**config.mk**
```make
export PLATFORM = sky130hd
export DESIGN_NAME = knn_sort_top
export DESIGN_NICKNAME = d
export VERILOG_FILES = /design/src/hw/knn_cfg_pkg.sv /design/src/hw/knn_types_pkg.sv /design/src/hw/ins_sorter.sv /design/src/hw/piso.sv /design/src/hw/mask_ram.sv /design/src/hw/pss.sv /design/src/hw/knn_sort_top.sv
export SDC_FILE = /design/constraint.sdc
export NUM_CORES = 1
export LEC_CHECK = 0
export BUFFER_PORTS_ARGS = -buffer_cell sky130_fd_sc_hd__buf_2
export CORE_UTILIZATION = 60
export CTS_BUF_LIST = sky130_fd_sc_hd__clkbuf_4
export CTS_CLUSTER_DIAMETER = 150
export CTS_CLUSTER_SIZE = 8
export DETAILED_ROUTE_END_ITERATION = 8
export MAX_ROUTING_LAYER = met4
export PLACE_DENSITY = 0.86
export SKIP_LAST_GASP = 1
export SLEW_MARGIN = 25
export SYNTH_ARGS = -nofsm -noshare
export SYNTH_HDL_FRONTEND = slang
export SYNTH_SLANG_ARGS = --single-unit
```
**constraint.sdc**
```tcl
create_clock -name clk -period 7.7 [get_ports clk]
set_input_delay 0 -clock clk [delete_from_list [all_inputs] [get_ports clk]]
set_output_delay 0 -clock clk [all_outputs]
set_load 0.03 [all_outputs]
```
**src/hw/knn_cfg_pkg.sv**
```systemverilog
// Default sizes of the point-selection stage, passed down as parameters by the top level
package knn_cfg_pkg;

    // ==================================================
    // Sort list and point sizes
    // ==================================================
    // List length is 2**SORT_LEN_WIDTH
    localparam int SORT_LEN_WIDTH_DEF = 2;
    // Point index width, 64 points
    localparam int IDX_WIDTH_DEF = 6;
    localparam int DIST_WIDTH_DEF = 8;

    // ==================================================
    // Core count and memory word
    // ==================================================
    localparam int NUM_SORT_CORE_DEF = 4;
    // Mask word and output map word share this width
    localparam int SRAM_WIDTH_DEF = 64;

endpackage

```
**src/hw/knn_types_pkg.sv**
```systemverilog
// State encodings for the sort cores and the output serializer
package knn_types_pkg;

    // Sort core collects candidates, then holds its list until taken
    typedef enum logic {
        SORT_COLLECT,
        SORT_HOLD
    } sort_state_e;

    // Serializer waits for a load, then shifts words out
    typedef enum logic {
        PISO_IDLE,
        PISO_SHIFT
    } piso_state_e;

endpackage

```
**src/hw/ins_sorter.sv**
```systemverilog
// Insertion-sort core that keeps the SORT_LEN nearest points offered to it, one per instance
`timescale 1ns/1ns
module ins_sorter
    import knn_cfg_pkg::*;
    import knn_types_pkg::*;
#(
    parameter int SORT_LEN_WIDTH = SORT_LEN_WIDTH_DEF,
    parameter int IDX_WIDTH      = IDX_WIDTH_DEF,
    parameter int DIST_WIDTH     = DIST_WIDTH_DEF,
    localparam int SORT_LEN      = 2**SORT_LEN_WIDTH
) (
    input  logic                          clk,
    input  logic                          rst_n,
    input  logic [DIST_WIDTH-1:0]         cand_dist,
    input  logic [IDX_WIDTH-1:0]          cand_idx,
    input  logic                          cand_ins,
    input  logic                          cand_last,
    input  logic                          cand_vld,
    output logic                          cand_rdy,
    output logic [IDX_WIDTH*SORT_LEN-1:0] res_idx,
    output logic                          res_vld,
    input  logic                          res_rdy
);

    // ==================================================
    // List storage, entry 0 is the nearest
    // ==================================================
    sort_state_e                           state;
    logic [SORT_LEN-1:0][DIST_WIDTH-1:0]   dist_q;
    logic [SORT_LEN-1:0][IDX_WIDTH-1:0]    idx_q;
    logic [SORT_LEN-1:0]                   ent_vld;

    // Next list after an insert
    logic [SORT_LEN-1:0][DIST_WIDTH-1:0]   nxt_dist;
    logic [SORT_LEN-1:0][IDX_WIDTH-1:0]    nxt_idx;
    logic [SORT_LEN-1:0]                   nxt_vld;
    // Entry is strictly farther than the candidate, or empty
    logic [SORT_LEN-1:0]                   gt;
    logic                                  cand_fire;

    assign cand_rdy  = (state == SORT_COLLECT);
    assign res_vld   = (state == SORT_HOLD);
    assign res_idx   = idx_q;
    assign cand_fire = cand_vld && cand_rdy;

    // ==================================================
    // Insert position and shifted list
    // ==================================================
    always_comb begin
        for (int j = 0; j < SORT_LEN; j++) begin
            gt[j] = !ent_vld[j] || (cand_dist < dist_q[j]);
        end

        // Slot 0 takes the candidate whenever it is farther
        nxt_dist[0] = gt[0] ? cand_dist : dist_q[0];
        nxt_idx[0]  = gt[0] ? cand_idx  : idx_q[0];
        nxt_vld[0]  = gt[0] | ent_vld[0];

        for (int j = 1; j < SORT_LEN; j++) begin
            if (!gt[j]) begin
                // Nearer or equal, stays in place so ties keep arrival order
                nxt_dist[j] = dist_q[j];
                nxt_idx[j]  = idx_q[j];
                nxt_vld[j]  = ent_vld[j];
            end else if (!gt[j-1]) begin
                // First farther entry
                nxt_dist[j] = cand_dist;
                nxt_idx[j]  = cand_idx;
                nxt_vld[j]  = 1'b1;
            end else begin
                // Behind the insert point, move down one
                nxt_dist[j] = dist_q[j-1];
                nxt_idx[j]  = idx_q[j-1];
                nxt_vld[j]  = ent_vld[j-1];
            end
        end
    end

    // ==================================================
    // State machine and list update
    // ==================================================
    always_ff @(posedge clk or negedge rst_n) begin
        if (!rst_n) begin
            state   <= SORT_COLLECT;
            ent_vld <= '0;
            dist_q  <= '1;
            idx_q   <= '1;
        end else begin
            case (state)
                SORT_COLLECT: begin
                    if (cand_fire) begin
                        // Clear mask bit still passes the last flag
                        if (cand_ins) begin
                            dist_q  <= nxt_dist;
                            idx_q   <= nxt_idx;
                            ent_vld <= nxt_vld;
                        end
                        if (cand_last) begin
                            state <= SORT_HOLD;
                        end
                    end
                end
                SORT_HOLD: begin
                    // List taken, refill with empty entries
                    if (res_rdy) begin
                        state   <= SORT_COLLECT;
                        ent_vld <= '0;
                        dist_q  <= '1;
                        idx_q   <= '1;
                    end
                end
                default: state <= SORT_COLLECT;
            endcase
        end
    end

endmodule

```
**src/hw/piso.sv**
```systemverilog
// Serializer that loads one wide word and sends it out as narrow words, lowest first
`timescale 1ns/1ns
module piso
    import knn_cfg_pkg::*;
    import knn_types_pkg::*;
#(
    parameter int IN_WIDTH  = SRAM_WIDTH_DEF*NUM_SORT_CORE_DEF,
    parameter int OUT_WIDTH = SRAM_WIDTH_DEF
) (
    input  logic                 clk,
    input  logic                 rst_n,
    input  logic [IN_WIDTH-1:0]  in_dat,
    input  logic                 in_vld,
    output logic                 in_rdy,
    output logic [OUT_WIDTH-1:0] out_dat,
    output logic                 out_vld,
    input  logic                 out_rdy
);

    localparam int NUM_WORDS = IN_WIDTH/OUT_WIDTH;
    localparam int CNT_WIDTH = (NUM_WORDS > 1) ? $clog2(NUM_WORDS) : 1;

    piso_state_e            state;
    logic [IN_WIDTH-1:0]    shreg;
    // Words already sent
    logic [CNT_WIDTH-1:0]   cnt;

    assign in_rdy  = (state == PISO_IDLE);
    assign out_vld = (state == PISO_SHIFT);
    assign out_dat = shreg[OUT_WIDTH-1:0];

    // Control
    always_ff @(posedge clk or negedge rst_n) begin
        if (!rst_n) begin
            state <= PISO_IDLE;
            cnt   <= '0;
        end else begin
            case (state)
                PISO_IDLE: begin
                    if (in_vld) begin
                        state <= PISO_SHIFT;
                        cnt   <= '0;
                    end
                end
                PISO_SHIFT: begin
                    if (out_rdy) begin
                        if (cnt == CNT_WIDTH'(NUM_WORDS-1)) begin
                            state <= PISO_IDLE;
                        end else begin
                            cnt <= cnt + 1'b1;
                        end
                    end
                end
                default: state <= PISO_IDLE;
            endcase
        end
    end

    // Shift register, next word drops to the bottom on each accept
    always_ff @(posedge clk) begin
        if (in_vld && in_rdy) begin
            shreg <= in_dat;
        end else if (out_vld && out_rdy) begin
            shreg <= shreg >> OUT_WIDTH;
        end
    end

endmodule

```
**src/hw/mask_ram.sv**
```systemverilog
// Mask memory with a write port for loading and a one-cycle read port with valid/ready
`timescale 1ns/1ns
module mask_ram
    import knn_cfg_pkg::*;
#(
    parameter int IDX_WIDTH        = IDX_WIDTH_DEF,
    parameter int NUM_SORT_CORE    = NUM_SORT_CORE_DEF,
    parameter int SRAM_WIDTH       = SRAM_WIDTH_DEF,
    localparam int MASK_ADDR_WIDTH = $clog2((2**IDX_WIDTH)*NUM_SORT_CORE/SRAM_WIDTH)
) (
    input  logic                       clk,
    input  logic                       rst_n,
    // Load port
    input  logic                       wr_en,
    input  logic [MASK_ADDR_WIDTH-1:0] wr_addr,
    input  logic [SRAM_WIDTH-1:0]      wr_dat,
    // Read port
    input  logic [MASK_ADDR_WIDTH-1:0] rd_addr,
    input  logic                       rd_addr_vld,
    output logic                       rd_addr_rdy,
    output logic [SRAM_WIDTH-1:0]      rd_dat,
    output logic                       rd_dat_vld,
    input  logic                       rd_dat_rdy
);

    logic [SRAM_WIDTH-1:0] mem [2**MASK_ADDR_WIDTH];
    logic                  rd_fire;

    // New address only when the held word leaves this cycle or none is held
    assign rd_addr_rdy = !rd_dat_vld || rd_dat_rdy;
    assign rd_fire     = rd_addr_vld && rd_addr_rdy;

    always_ff @(posedge clk) begin
        if (wr_en) begin
            mem[wr_addr] <= wr_dat;
        end
    end

    // Output holding stage
    always_ff @(posedge clk) begin
        if (rd_fire) begin
            rd_dat <= mem[rd_addr];
        end
    end

    always_ff @(posedge clk or negedge rst_n) begin
        if (!rst_n) begin
            rd_dat_vld <= 1'b0;
        end else if (rd_fire) begin
            rd_dat_vld <= 1'b1;
        end else if (rd_dat_rdy) begin
            rd_dat_vld <= 1'b0;
        end
    end

endmodule

```
**src/hw/pss.sv**
```systemverilog
// Point-selection stage: looks up the mask, feeds the sort cores and serializes their lists
`timescale 1ns/1ns
module pss
    import knn_cfg_pkg::*;
#(
    parameter int SORT_LEN_WIDTH   = SORT_LEN_WIDTH_DEF,
    parameter int IDX_WIDTH        = IDX_WIDTH_DEF,
    parameter int DIST_WIDTH       = DIST_WIDTH_DEF,
    parameter int NUM_SORT_CORE    = NUM_SORT_CORE_DEF,
    parameter int SRAM_WIDTH       = SRAM_WIDTH_DEF,
    localparam int MASK_ADDR_WIDTH = $clog2((2**IDX_WIDTH)*NUM_SORT_CORE/SRAM_WIDTH)
) (
    input  logic                       clk,
    input  logic                       rst_n,
    // Candidate stream
    input  logic [IDX_WIDTH-1:0]       lop_idx,
    input  logic [DIST_WIDTH-1:0]      lop_dist,
    input  logic                       lop_last,
    input  logic [IDX_WIDTH-1:0]       cp_idx,
    input  logic                       lop_vld,
    output logic                       lop_rdy,
    // Mask read
    output logic [MASK_ADDR_WIDTH-1:0] rd_addr,
    output logic                       rd_addr_vld,
    input  logic                       rd_addr_rdy,
    input  logic [SRAM_WIDTH-1:0]      rd_dat,
    input  logic                       rd_dat_vld,
    output logic                       rd_dat_rdy,
    // Map output
    output logic [SRAM_WIDTH-1:0]      map,
    output logic                       map_vld,
    input  logic                       map_rdy
);

    // ==================================================
    // Derived sizes and signals
    // ==================================================
    localparam int SORT_LEN     = 2**SORT_LEN_WIDTH;
    localparam int PTS_PER_WORD = SRAM_WIDTH/NUM_SORT_CORE;
    localparam int OFF_WIDTH    = $clog2(PTS_PER_WORD);
    localparam int LIST_WIDTH   = IDX_WIDTH*SORT_LEN;

    // Data stage copy of the accepted candidate
    logic [DIST_WIDTH-1:0]             dist_q;
    logic [IDX_WIDTH-1:0]              idx_q;
    logic                              last_q;
    logic [OFF_WIDTH-1:0]              off_q;
    logic [IDX_WIDTH-1:0]              cp_q;
    // Center index of the frame being held
    logic [IDX_WIDTH-1:0]              cp_hold;

    logic                              lop_fire;
    logic                              core_rdy;
    logic                              any_hold;
    logic                              all_res;
    logic                              res_take;
    logic                              piso_in_rdy;
    logic [NUM_SORT_CORE-1:0]          cand_ins;
    logic [NUM_SORT_CORE-1:0]          cand_rdy;
    logic [NUM_SORT_CORE-1:0]          res_vld;
    logic [LIST_WIDTH-1:0]             res_idx [NUM_SORT_CORE];
    logic [SRAM_WIDTH*NUM_SORT_CORE-1:0] pack_dat;

    // ==================================================
    // Handshakes
    // ==================================================
    // Every core is offered the data word, so each must be ready
    assign core_rdy = &(~{NUM_SORT_CORE{rd_dat_vld}} | cand_rdy);
    assign any_hold = |res_vld;
    assign all_res  = &res_vld;

    assign lop_rdy     = rd_addr_rdy && core_rdy && !any_hold;
    assign lop_fire    = lop_vld && lop_rdy;
    assign rd_addr_vld = lop_fire;
    // Word address, one mask word covers PTS_PER_WORD points
    assign rd_addr     = MASK_ADDR_WIDTH'(lop_idx >> OFF_WIDTH);
    assign rd_dat_rdy  = core_rdy;

    // Piso takes all lists at once and frees every core
    assign res_take = all_res && piso_in_rdy;

    // Candidate moves to the data stage together with its mask read
    always_ff @(posedge clk) begin
        if (lop_fire) begin
            dist_q <= lop_dist;
            idx_q  <= lop_idx;
            last_q <= lop_last;
            off_q  <= lop_idx[OFF_WIDTH-1:0];
            cp_q   <= cp_idx;
        end
    end

    // Center index kept until piso has loaded the lists
    always_ff @(posedge clk) begin
        if (rd_dat_vld && core_rdy && last_q) begin
            cp_hold <= cp_q;
        end
    end

    // ==================================================
    // Sort cores and packing
    // ==================================================
    for (genvar i = 0; i < NUM_SORT_CORE; i++) begin : g_core
        // Bit of core i inside the offset's group
        assign cand_ins[i] = rd_dat[NUM_SORT_CORE*off_q + i];

        ins_sorter #(
            .SORT_LEN_WIDTH (SORT_LEN_WIDTH),
            .IDX_WIDTH      (IDX_WIDTH),
            .DIST_WIDTH     (DIST_WIDTH)
        ) u_sorter (
            .clk       (clk),
            .rst_n     (rst_n),
            .cand_dist (dist_q),
            .cand_idx  (idx_q),
            .cand_ins  (cand_ins[i]),
            .cand_last (last_q),
            .cand_vld  (rd_dat_vld),
            .cand_rdy  (cand_rdy[i]),
            .res_idx   (res_idx[i]),
            .res_vld   (res_vld[i]),
            .res_rdy   (res_take)
        );

        // Center index above the list, zero fill on top
        assign pack_dat[SRAM_WIDTH*i +: SRAM_WIDTH] = SRAM_WIDTH'({cp_hold, res_idx[i]});
    end

    piso #(
        .IN_WIDTH  (SRAM_WIDTH*NUM_SORT_CORE),
        .OUT_WIDTH (SRAM_WIDTH)
    ) u_piso (
        .clk     (clk),
        .rst_n   (rst_n),
        .in_dat  (pack_dat),
        .in_vld  (all_res),
        .in_rdy  (piso_in_rdy),
        .out_dat (map),
        .out_vld (map_vld),
        .out_rdy (map_rdy)
    );

endmodule

```
**src/hw/knn_sort_top.sv**
```systemverilog
// Top level of the kNN point-selection stage; joins the selection logic and the mask memory
`timescale 1ns/1ns
module knn_sort_top
    import knn_cfg_pkg::*;
#(
    parameter int SORT_LEN_WIDTH   = SORT_LEN_WIDTH_DEF,
    parameter int IDX_WIDTH        = IDX_WIDTH_DEF,
    parameter int DIST_WIDTH       = DIST_WIDTH_DEF,
    parameter int NUM_SORT_CORE    = NUM_SORT_CORE_DEF,
    parameter int SRAM_WIDTH       = SRAM_WIDTH_DEF,
    localparam int MASK_ADDR_WIDTH = $clog2((2**IDX_WIDTH)*NUM_SORT_CORE/SRAM_WIDTH)
) (
    input  logic                       clk,
    input  logic                       rst_n,
    // Mask load, only between frames
    input  logic                       mask_wr_en,
    input  logic [MASK_ADDR_WIDTH-1:0] mask_wr_addr,
    input  logic [SRAM_WIDTH-1:0]      mask_wr_data,
    // Candidates of one center point
    input  logic [IDX_WIDTH-1:0]       lop_idx,
    input  logic [DIST_WIDTH-1:0]      lop_dist,
    input  logic                       lop_last,
    input  logic [IDX_WIDTH-1:0]       cp_idx,
    input  logic                       lop_vld,
    output logic                       lop_rdy,
    // GLB map words
    output logic [SRAM_WIDTH-1:0]      map,
    output logic                       map_vld,
    input  logic                       map_rdy
);

    logic [MASK_ADDR_WIDTH-1:0] rd_addr;
    logic                       rd_addr_vld;
    logic                       rd_addr_rdy;
    logic [SRAM_WIDTH-1:0]      rd_dat;
    logic                       rd_dat_vld;
    logic                       rd_dat_rdy;

    pss #(
        .SORT_LEN_WIDTH (SORT_LEN_WIDTH),
        .IDX_WIDTH      (IDX_WIDTH),
        .DIST_WIDTH     (DIST_WIDTH),
        .NUM_SORT_CORE  (NUM_SORT_CORE),
        .SRAM_WIDTH     (SRAM_WIDTH)
    ) u_pss (
        .clk         (clk),
        .rst_n       (rst_n),
        .lop_idx     (lop_idx),
        .lop_dist    (lop_dist),
        .lop_last    (lop_last),
        .cp_idx      (cp_idx),
        .lop_vld     (lop_vld),
        .lop_rdy     (lop_rdy),
        .rd_addr     (rd_addr),
        .rd_addr_vld (rd_addr_vld),
        .rd_addr_rdy (rd_addr_rdy),
        .rd_dat      (rd_dat),
        .rd_dat_vld  (rd_dat_vld),
        .rd_dat_rdy  (rd_dat_rdy),
        .map         (map),
        .map_vld     (map_vld),
        .map_rdy     (map_rdy)
    );

    mask_ram #(
        .IDX_WIDTH     (IDX_WIDTH),
        .NUM_SORT_CORE (NUM_SORT_CORE),
        .SRAM_WIDTH    (SRAM_WIDTH)
    ) u_mask_ram (
        .clk         (clk),
        .rst_n       (rst_n),
        .wr_en       (mask_wr_en),
        .wr_addr     (mask_wr_addr),
        .wr_dat      (mask_wr_data),
        .rd_addr     (rd_addr),
        .rd_addr_vld (rd_addr_vld),
        .rd_addr_rdy (rd_addr_rdy),
        .rd_dat      (rd_dat),
        .rd_dat_vld  (rd_dat_vld),
        .rd_dat_rdy  (rd_dat_rdy)
    );

endmodule

```
Word-level counts from Yosys, hierarchy flattened
Memories as Yosys holds them, arrays and structs flattened. A register that Yosys moved wholly into a read port is not among the register bits. Cells that the tools add are included.

Input port bits: 92. Memories kept: 1. Output and inout bits: 66. Memory bits (writable): 256. Flip-flop bits (word level): 399. Logic and storage cells: 354.

$lt $le $gt $ge: 20. Add/sub/neg operators: 4. Multiplexer cells: 151. Reductions and logical operators: 73. Bitwise operators: 11. Equality and inequality tests: 32.

Memories: u_mask_ram.mem (words 4, bits a word 64, rd ports 1, clocked after memory_dff 1, write ports 1, RTL line mask_ram.sv:26) `logic [SRAM_WIDTH-1:0] mem [2**MASK_ADDR_WIDTH];`.

Operators with widths (count): $mux W222 (2); $mux W32 (9); $pmux W32 S2 (4); $mux W8 (28); $mux W24 (9); $pmux W24 S2 (4); $mux W6 (28); $lt A8 B8 Y1 (16); $lt A32 B7 Y1 const B (3); $reduce_and A4 Y1 (18); $ne A2 B1 Y1 const B (24); $mux W1 (41); $mux W4 (9); $pmux W4 S2 (4); $bmux W1 S6 (3); $logic_not A1 Y1 (18); $logic_or A1 B1 Y1 (17); $reduce_and A3 Y1 (5); $add A6 B2 Y7 const B (2); $ne A2 B2 Y1 const B (7); $logic_and A1 B1 Y1 (12); $pmux W1 S2 (5); $add A6 B1 Y7 const B (1); $lt A6 B7 Y1 const B (1); other kinds (11) (21).

Longest topological paths before layout
Gate-level depths: netlist (run 1).

Depth in word-level cells: 9. Mapped depth: 10. Mapped depth without buffers: 8.

Cells and area by module
From an unflattened synthesis (run 1), not the netlist that was laid out.

Cell total of the unflattened synthesis: 2582. Area total of the unflattened synthesis: 39734.4 µm².

Modules (own cells, without submodules): piso (cells each 622, times used 1, area each 11939.0 µm², seq. area each 7762.4 µm²); mask_ram (cells each 407, times used 1, area each 11305.8 µm², seq. area each 9634.2 µm²); ins_sorter (u_pss.g_core[0].u_sorter ...) (cells each 369, times used 3, area each 3764.9 µm², seq. area each 1596.5 µm²); ins_sorter (u_pss.g_core[3].u_sorter) (cells each 368, times used 1, area each 3749.8 µm², seq. area each 1596.5 µm²); pss (cells each 78, times used 1, area each 1445.1 µm², seq. area each 810.8 µm²).

Least setup slack after synthesis (run 1)
OpenSTA, ideal clock, no wires.

Path type: in2reg. Start point: in mask_wr_addr[1]. End point: mem u_mask_ram.mem[0][0] in the netlist's numbering (enable). Slack: 2.419 ns. Data arrival time: 4.702 ns. Library setup time: 0.579 ns. Buffers on the path: 0. Required time: 7.121 ns. Stages on the path: 1. Cells stage by stage: nor3b_1.

RTL lines: start: declaration (RTL line knn_sort_top.sv:17) `input logic [MASK_ADDR_WIDTH-1:0] mask_wr_addr,`; end: declaration (RTL line mask_ram.sv:26).

No word-level cell before the write port.

Final worst setup path (run 1)
Start point: reg u_pss.g_core[2].u_sorter.state. End point: reg u_pss.g_core[3].u_sorter.idx_q (netlist bit u_pss.g_core[3].u_sorter.res_idx[12]).

Longest elaborated chain between the ends: 4.

Ends and longest elaborated chain: start: declaration (RTL line ins_sorter.sv:28) `sort_state_e state;`; start signal: assignment (RTL line ins_sorter.sv:84) `state <= SORT_COLLECT;`; start signal: assignment (RTL line ins_sorter.sv:99) `state <= SORT_HOLD;`; start signal: assignment (RTL line ins_sorter.sv:106) `state <= SORT_COLLECT;`; $reduce_and A4 Y1 (RTL line pss.sv:70) `assign all_res = &res_vld;`; $logic_and A1 B1 Y1 (RTL line pss.sv:80) `assign res_take = all_res && piso_in_rdy;`; $ne A2 B1 Y1 (no line); $reduce_and A4 Y1 (no line); end signal: assignment (RTL line ins_sorter.sv:95) `idx_q <= nxt_idx;`; end: declaration (RTL line ins_sorter.sv:30) `logic [SORT_LEN-1:0][IDX_WIDTH-1:0] idx_q;`.

Every way passes these cells. A chain may end at the register's enable or synchronous reset.

==> summary.md, run 1 <==
| Metric | Value |
|---|---|
| DRT antenna net count | `0` |
| Worst setup SP type | `flop` |
| CP Max Fanout | `73` |
| Layout cells sized above 1 | `25.13%` |
| Setup Buffers After CTS | `0` |
| Post-Layout Cell Count | `3379` |
| Compound-Gate Fraction of Synth Area | `8.761%` |
| Vias in the first global route | `21750` |
| Outcome | `completed` |
| Core ar. | `0.05381 mm^2` |
| Clock Sinks | `715` |
| Port Buffers | `123` |
| Setup crit end kind | `flop` |
| Critical path class | `flop to flop` |
| Worst Hold Class | `input pin to asynchronous set/reset pin` |
| RSZ-0062 raised after global routing | `false` |
| Worst EP arrival | `4.76 ns` |
| Grt peak-use layer | `met2` |
| Vias per cell | `6.204` |
| Placed cells | `3040` |
| Slew HR | `24.06%` |
| Post-synthesis simple-gate area fraction | `6.729%` |
| Root buf cell | `clkbuf_4` |
| Tightest Pin Transition | `1.139 ns` |
| Final period utilization | `51.87%` |
| Final-layout fill cell count | `3492` |
| Detailed placement HPWL | `46120 um` |
| Synth cell types | `72` |
| Met2 Track Usage GR | `50.79%` |
| Rows | `85` |
| Met3 usage in global routing | `5.429%` |
| Async SR Flop Fraction | `34.69%` |
| Largest net degree at the start of global routing | `110` |
| Most used DFF post-synth | `edfxtp_1` |
| Worst-Skew Late Latency | `0.89 ns` |
| Slew Limit Fails | `0` |
| Worst path cell trace | `and4_4 -> buf_4 -> nor2_1 -> a22oi_1 -> buf_4 -> nor2_1 -> a31oi_1` |
| DRT Wirelength | `81670 um` |
| Die Span Y | `235.2 um` |
| Mapped Area | `0.03263 mm^2` |
| Initial Utilization | `60.64%` |
| Grt total ovfl | `0` |
| GP Congestion | `0.9006` |
| Synth area leader | `edfxtp_1` |
| Pleak | `0.01540 uW` |
| Clock Path Buffers | `3` |
| CTS HTree Levels | `3` |
| TNS Setup | `0 ns` |
| Worst path slowest cell | `dfrtp_1` |
| CP top delay family | `buffers and inverters` |
| Die X | `235.2 um` |
| Aggregate global-route resource usage | `30.62%` |
| Synth top area share | `42.97%` |
| DRT Pass-1 Iters | `5` |
| Mapped Cells | `2342` |
| Die area | `0.05532 mm^2` |
| Via count | `20960` |
| Mux cell area share after synthesis | `12.23%` |
| Skew final | `0.06079 ns` |
| VDD IR max | `0.0001894 V` |
| Fmax | `250.4 MHz` |
| Mean Syn Cell Area | `13.93 um^2` |
| Final critical-path required period | `3.994 ns` |
| Detailed Route Iter0 Violations | `1833` |
| Adder-Cell Fraction of Synth Area | `4.333%` |
| Ports | `158` |
| Power per Cell Area | `329.4 mW/mm^2` |
| Synth-to-layout area growth | `11.85%` |
| Fin. Hold Viols | `0` |
| Worst path max stage delay | `0.92 ns` |
| Met1 GRT Util | `35.76%` |
| CTS tree | `built` |
| Largest family of logic cells by synthesized area | `multiplexers` |
| Fin nets | `2828` |
| Worst path required time | `8.46 ns` |
| Tot Pwr | `12020 uW` |
| Resized cells post-CTS | `0` |
| Top cells by area, synth | `edfxtp_1, dfstp_2, mux2i_1, mux4_2, ha_1` |
| Clk slew on worst S/H paths | `0.11 ns` |
| First-pass GRT wire length | `125600 um` |
| Num CTS Buffers | `99` |
| XOR/XNOR Fraction of Synth Area | `0%` |
| Maxcap violations | `0` |
| Critical path buffers and inverters | `2` |
| YS warnings | `0` |
| Seq/Total Area, Yosys | `62.85%` |
| Hold buffer count at cts | `178` |
| Drt wl/cell | `24.17 um` |
| Initial antenna violation count | `4` |
| Seq cells post-synth | `715` |
| Post-synth EDFFs | `467` |
| Final routed DRC violation total | `0` |
| Final setup vio count | `0` |
logic make-up (layout without fill, tap and decap cells):
logic type,count (synthesis),in the layout
flops,715,715
simple gates,511,511
compound gates,377,377
buf+inv,338,641
mux,287,287
fa+ha+maj,113,113
other cells,1,39
synth_stat cells (3+ instances only):
library cell	count
nand2_1	285
a211o_1	17
o32a_1	35
buf_1	12
o21a_1	19
and3b_1	3
o21ai_0	55
o211ai_1	6
buf_6	8
edfxtp_1	467
ha_1	113
and3_1	7
a22oi_1	17
mux2_2	34
nor4_1	10
nor3_1	6
a31oi_1	31
a2bb2oi_1	97
dfrtp_1	24
inv_1	142
mux4_2	69
dfstp_2	224
and2_1	27
a211oi_1	10
buf_4	67
clkbuf_1	78
a21oi_1	39
nor2b_1	17
buf_2	25
mux4_1	13
mux2i_1	171
nand2b_1	20
nand3_1	8
o311ai_0	7
nor2_1	118
a2111oi_0	5
a21o_1	10
final timing paths:
kind                                                            start                                               end  slack, ns  cells past startpoint
max                        u_pss.g_core[2].u_sorter.res_vld$_DFF_PN0_  u_pss.g_core[3].u_sorter.res_idx[12]$_DFFE_PN1P_       3.71                      7
min                                                             rst_n   u_pss.g_core[0].u_sorter.dist_q[23]$_DFFE_PN1P_       0.17                      2
max reg2reg                u_pss.g_core[2].u_sorter.res_vld$_DFF_PN0_  u_pss.g_core[3].u_sorter.res_idx[12]$_DFFE_PN1P_       3.71                      7
min reg2reg                                   u_pss.cp_q[5]$_DFFE_PP_                        u_pss.cp_hold[5]$_DFFE_PP_       0.43                      0
max in group asynchronous                                       rst_n   u_pss.g_core[1].u_sorter.ent_vld[1]$_DFFE_PN0P_       6.44                      3
min in group clk                                              map_rdy                   u_pss.u_piso.cnt[0]$_DFFE_PN0P_       0.17                      4
state kept, by name, summed over array words and instances (netlist names):
name / count
u_mask_ram.mem: 256
u_pss.idx_q: 3
u_pss.g_core.u_sorter.ent_vld: 16
u_pss.u_piso.shreg: 120
u_pss.g_core.u_sorter.res_idx: 96
u_pss.cp_hold: 6
u_pss.u_piso.cnt: 2
u_mask_ram.rd_dat_vld: 1
u_pss.cp_q: 6
u_pss.last_q: 1
u_pss.g_core.u_sorter.res_vld: 4
u_pss.off_q: 3
u_pss.g_core.u_sorter.dist_q: 128
u_mask_ram.rd_dat: 64
u_pss.dist_q: 8
u_pss.u_piso.out_vld: 1
report_power, final:
group / switching [uW] / internal (uW)
Clock: 1330 / 910
Sequential: 619 / 5530
Combinational: 2160 / 1470
Total: 4110 / 7910
layer usage:
layer	vias up	share of wire, %
met4	0	5.8
li1	9169	-
met5	-	0
met2	1067	51
met3	266	6.4
met1	10460	37
layout make-up:
class / instances / area (um^2) / share of cell area [%]
clock inverter: 7 / 80.08 / 0.2194
inverter: 143 / 536.8 / 1.471
antenna: 5 / 12.51 / 0.03428
sequential: 715 / 20510 / 56.19
tap: 696 / 870.8 / 2.386
timing repair buffer: 342 / 2721 / 7.456
multi-input combinational: 1322 / 10650 / 29.18
clock buffer: 149 / 1119 / 3.065
layout by cell type (no fill, tap or decap), types with 24 or more instances in the layout:
master,Yosys,routed
a21oi_1,39,36
a2bb2oi_1,97,97
a31oi_1,31,31
and2_1,27,26
buf_2,25,121
buf_4,67,41
clkbuf_4,0,149
conb_1,1,34
dfrtp_1,24,24
dfstp_2,224,224
dlygate4sd3_1,2,178
edfxtp_1,467,467
ha_1,113,113
inv_1,142,142
mux2_2,34,34
mux2i_1,171,171
mux4_2,69,69
nand2_1,285,284
nor2_1,118,115
o21ai_0,55,55
o32a_1,35,35
metrics by stage:
stage	utilization, %	setup WS (ns)	hold slack [ns]	area (um^2)
finish	67.83	3.706	0.1674	36500
global route	67.82	3.446	0.1041	36500
detailed placement	62.22	3.797	0.1476	33480
floorplan	-	2.419	-0.2956	32760
CTS	67.76	3.752	0.08279	36470
global placement	62.19	3.836	0.1321	33470
(Power assumes the default switching activity.)
==> run 2, diff against run 1 <==
- ABC_AREA: not set -> 1
- clock period: 7.7 -> 4.09 ns (I/O delays scaled with it)
==> summary.md, run 2 <==
| Metric | Value |
|---|---|
| Outcome | `completed` |
| Resized cells post-CTS | `0 (unchanged)` |
| Post-synth EDFFs | `467 (unchanged)` |
| RSZ-0062 raised after global routing | `false` |
| CTS HTree Levels | `3 (unchanged)` |
| Seq cells post-synth | `715 (unchanged)` |
| Clock power frac | `16.8% (-1.8 points)` |
| Combinational share of power | `34.2% (+4.0 points)` |
| Grt total ovfl | `0 (unchanged)` |
| Synth-to-layout area growth | `10.80%` |
| Die X | `242.6 um (+3.1%)` |
| Int Pwr | `15260 uW (+93%)` |
| Detailed placement HPWL | `51130 um (+11%)` |
| Fmax | `316.5 MHz (+26%)` |
| Worst-Skew Late Latency | `0.95 ns (+0.06 ns)` |
| VDD IR max | `0.0004216 V (+120%)` |
| Clock Path Buffers | `3 (unchanged)` |
| Final setup vio count | `0 (unchanged)` |
| Final critical-path required period | `3.160 ns (-0.8347 ns)` |
| Detailed Route Iter0 Violations | `3036 (+66%)` |
| Port Buffers | `123 (unchanged)` |
| Seq/Total Area, Yosys | `59.07% (-3.8 points)` |
| Pleak | `0.01681 uW (+9.1%)` |
| Seq pwr share | `49.0% (-2.2 points)` |
| Worst path slowest cell | `buf_4` |
| Fin nets | `4133 (+46%)` |
| GP Congestion | `0.9141 (+1.5%)` |
| Ports | `158 (unchanged)` |
| Largest net degree at the start of global routing | `106 (-3.6%)` |
| Drt wl/cell | `18.12 um (-25%)` |
| CP Max Fanout | `51 (-30%)` |
| Max FFs per register | `256 (unchanged)` |
| DRT antenna net count | `0 (unchanged)` |
| Worst path max stage delay | `0.62 ns (-0.30 ns)` |
| Min-Delay Startpoint | `mask_wr_en` |
| Slew HR | `31.00% (+6.9 points)` |
| Synth cell types | `38 (-47%)` |
| Switch share | `38.80% (+4.6 points)` |
| YS warnings | `0 (unchanged)` |
| Critical path class | `flop to flop` |
| Beginning of the critical path | `u_pss.off_q[0]$_DFFE_PP_` |
| Clk slew on worst S/H paths | `0.11 ns (about the same)` |
| Net Switching | `9678 uW (+140%)` |
| Via count | `27100 (+29%)` |
| Critical path buffers and inverters | `2 (unchanged)` |
| FF-to-FF Start | `u_pss.off_q[0]$_DFFE_PP_` |
| DRT Wirelength | `85950 um (+5.2%)` |
| Async SR Flop Fraction | `34.69% (unchanged)` |
| Commonest non-fill, non-tap cell in the layout | `nand2_1` |
| Final hold slack | `0.1293 ns (-0.03807 ns)` |
| Largest regs | `u_mask_ram.mem x256, u_pss.g_core.u_sorter.dist_q x128, u_pss.u_piso.shreg x120` |
| Final routed DRC violation total | `0 (unchanged)` |
| Mean Syn Cell Area | `9.357 um^2 (-33%)` |
| Clock Sinks | `715 (unchanged)` |
| Power per Cell Area | `648.3 mW/mm^2 (+97%)` |
| Worst Hold Class | `input pin to flop` |
| Slew Limit Fails | `0 (unchanged)` |
| Mapped Cells | `3711 (+58%)` |
| Mapped Area | `0.03472 mm^2 (+6.4%)` |
| Final period utilization | `77.25% (+25 points)` |
| Die area | `0.05884 mm^2 (+6.4%)` |
| TNS Setup | `0 ns (unchanged)` |
| Vias per cell | `5.715 (-7.9%)` |
| CTS tree | `built` |
| Skew final | `0.07564 ns (+0.01484 ns)` |
| Num CTS Buffers | `99 (unchanged)` |
| Setup crit end kind | `flop` |
| Synth top area share | `40.39% (-2.6 points)` |
| Worst setup SP type | `flop` |
| Tightest Pin Transition | `1.035 ns (-0.1041 ns)` |
| Core ar. | `0.05682 mm^2 (+5.6%)` |
| Worst EP arrival | `3.96 ns (-0.80 ns)` |
| First-pass GRT wire length | `137700 um (+9.6%)` |
| Fin. Hold Viols | `0 (unchanged)` |
| CP top delay family | `simple AND/OR/NAND/NOR gates` |
| Rows | `87 (+2.4%)` |
| Initial Utilization | `61.11% (+0.47 points)` |
| Root buf cell | `clkbuf_4` |
| Worst path cell trace | `buf_4 -> nand2_1 -> nand3_1 -> nand3_1 -> nand3_1 -> nand3_1 -> nand2_2 -> buf_4 -> nor2_4 -> nand2_1 -> nand2_1` |
| Hold buffer count at cts | `178 (unchanged)` |
| Top cells by area, synth | `edfxtp_1, dfstp_2, nand2_1, nand3_1, ha_1` |
| Setup Buffers After CTS | `0 (unchanged)` |
| Most instantiated cells after synthesis | `nand2_1, edfxtp_1, nand3_1, inv_1, nor2_1` |
| DRT Pass-1 Iters | `6 (+1)` |
| Most frequent cells in the layout | `nand2_1, edfxtp_1, nand3_1` |
| Largest register by flop count | `u_mask_ram.mem` |
| Vias in the first global route | `26630 (+22%)` |
| Aggregate global-route resource usage | `30.30% (-0.32 points)` |
| Final-layout fill cell count | `4119 (+18%)` |
| Layout cells sized above 1 | `15.99% (-9.1 points)` |
| Synth area leader | `edfxtp_1` |
| Die Span Y | `242.6 um (+3.1%)` |
| Most used DFF post-synth | `edfxtp_1` |
| Top-count cell post-synth | `nand2_1` |
| Maxcap violations | `0 (unchanged)` |
| Worst path required time | `4.89 ns (-3.57 ns)` |
| Initial antenna violation count | `2 (-2)` |
| Worst path most repeated cell | `nand3_1` |
==> run 2: cell types whose count changed after synthesis, moves of 69 or more <==
cell / previous run / this run
a2bb2oi_1: 97 / 0
inv_1: 142 / 241
mux2i_1: 171 / 1
mux4_2: 69 / 0
nand2_1: 285 / 1261
nand3_1: 8 / 413
nor2_1: 118 / 229
o21ai_0: 55 / 225
==> run 2: final timing paths <==
check / endpoint / slack [ns] / cells past startpoint
hold reg to reg: u_pss.cp_hold[2]$_DFFE_PP_ / 0.44 / 0
max in group asynchronous: u_pss.g_core[1].u_sorter.dist_q[24]$_DFFE_PN1P_ / 3.02 / 5
min in group asynchronous: u_pss.g_core[0].u_sorter.ent_vld[2]$_DFFE_PN0P_ / 0.21 / 4
setup / recovery: u_pss.g_core[1].u_sorter.ent_vld[1]$_DFFE_PN0P_ / 0.93 / 11
setup reg to reg: u_pss.g_core[1].u_sorter.ent_vld[1]$_DFFE_PN0P_ / 0.93 / 11
hold / removal: u_mask_ram.mem[1][5]$_DFFE_PP_ / 0.13 / 4
==> run 2: worst min-delay path: cells and delay by family <==
kind | cells | cell delay [ns]
buffers and inverters | 3 | 0.74
AND/OR/NAND/NOR | 1 | 0.05
==> run 2: final cells by class <==
cell class              count  area (um^2)  area share [%]
diodes                      2        5.005         0.01301
clock buffers             150         1126           2.927
clock inverters             7        61.31          0.1593
inverters                 250        939.7           2.442
multi-input cells        2505        11980           31.13
flip-flops and latches    715        20510           53.31
well taps                 756        945.9           2.459
repair buffers            357         2909           7.561
==> run 2: power groups by stage <==
stage                     Sequential, uW  Clock [uW]  Combinational, uW
after global routing               12400        4530               9820
final                              12200        4190               8530
after global placement             12200           0               7940
after CTS                          12200        4180               8470
after floorplan                    11600           0               7230
after detailed placement           12300           0               8300
==> run 2: cell families after synthesis <==
group	count (synthesis)	share of synthesized area, %
AOI/OAI and AO/OA	387	5.996
adders and majority gates	113	4.072
buffers and inverters	524	7.001
DFF	715	59.07
muxes	1	0.02883
other	1	0.01080
and+or+nand+nor	1970	23.83
==> run 2: metal layers <==
layer	global-route usage [%]	up-vias	wire, um
met3	5.184	304	7514
met2	49.65	1521	42320
met4	14.95	0	3964
met1	36.32	12640	32150
met5	-	-	0
li1	-	12640	-
==> run 2: per-stage QoR <==
| stage | worst slack [ns] | util [%] | total power (uW) | instance area, um^2 | instances |
|---|---|---|---|---|---|
| after global routing | 0.7634 | 67.71 | 26780 | 38470 | 4742 |
| after floorplan | 0.5274 | - | 18860 | 34890 | 3744 |
| final | 0.9303 | 67.71 | 24940 | 38470 | 4742 |
| after CTS | 1.110 | 67.70 | 24810 | 38470 | 4740 |
| after global placement | 1.228 | 62.39 | 20190 | 35450 | 4404 |
| after detailed placement | 1.143 | 62.44 | 20620 | 35480 | 4405 |
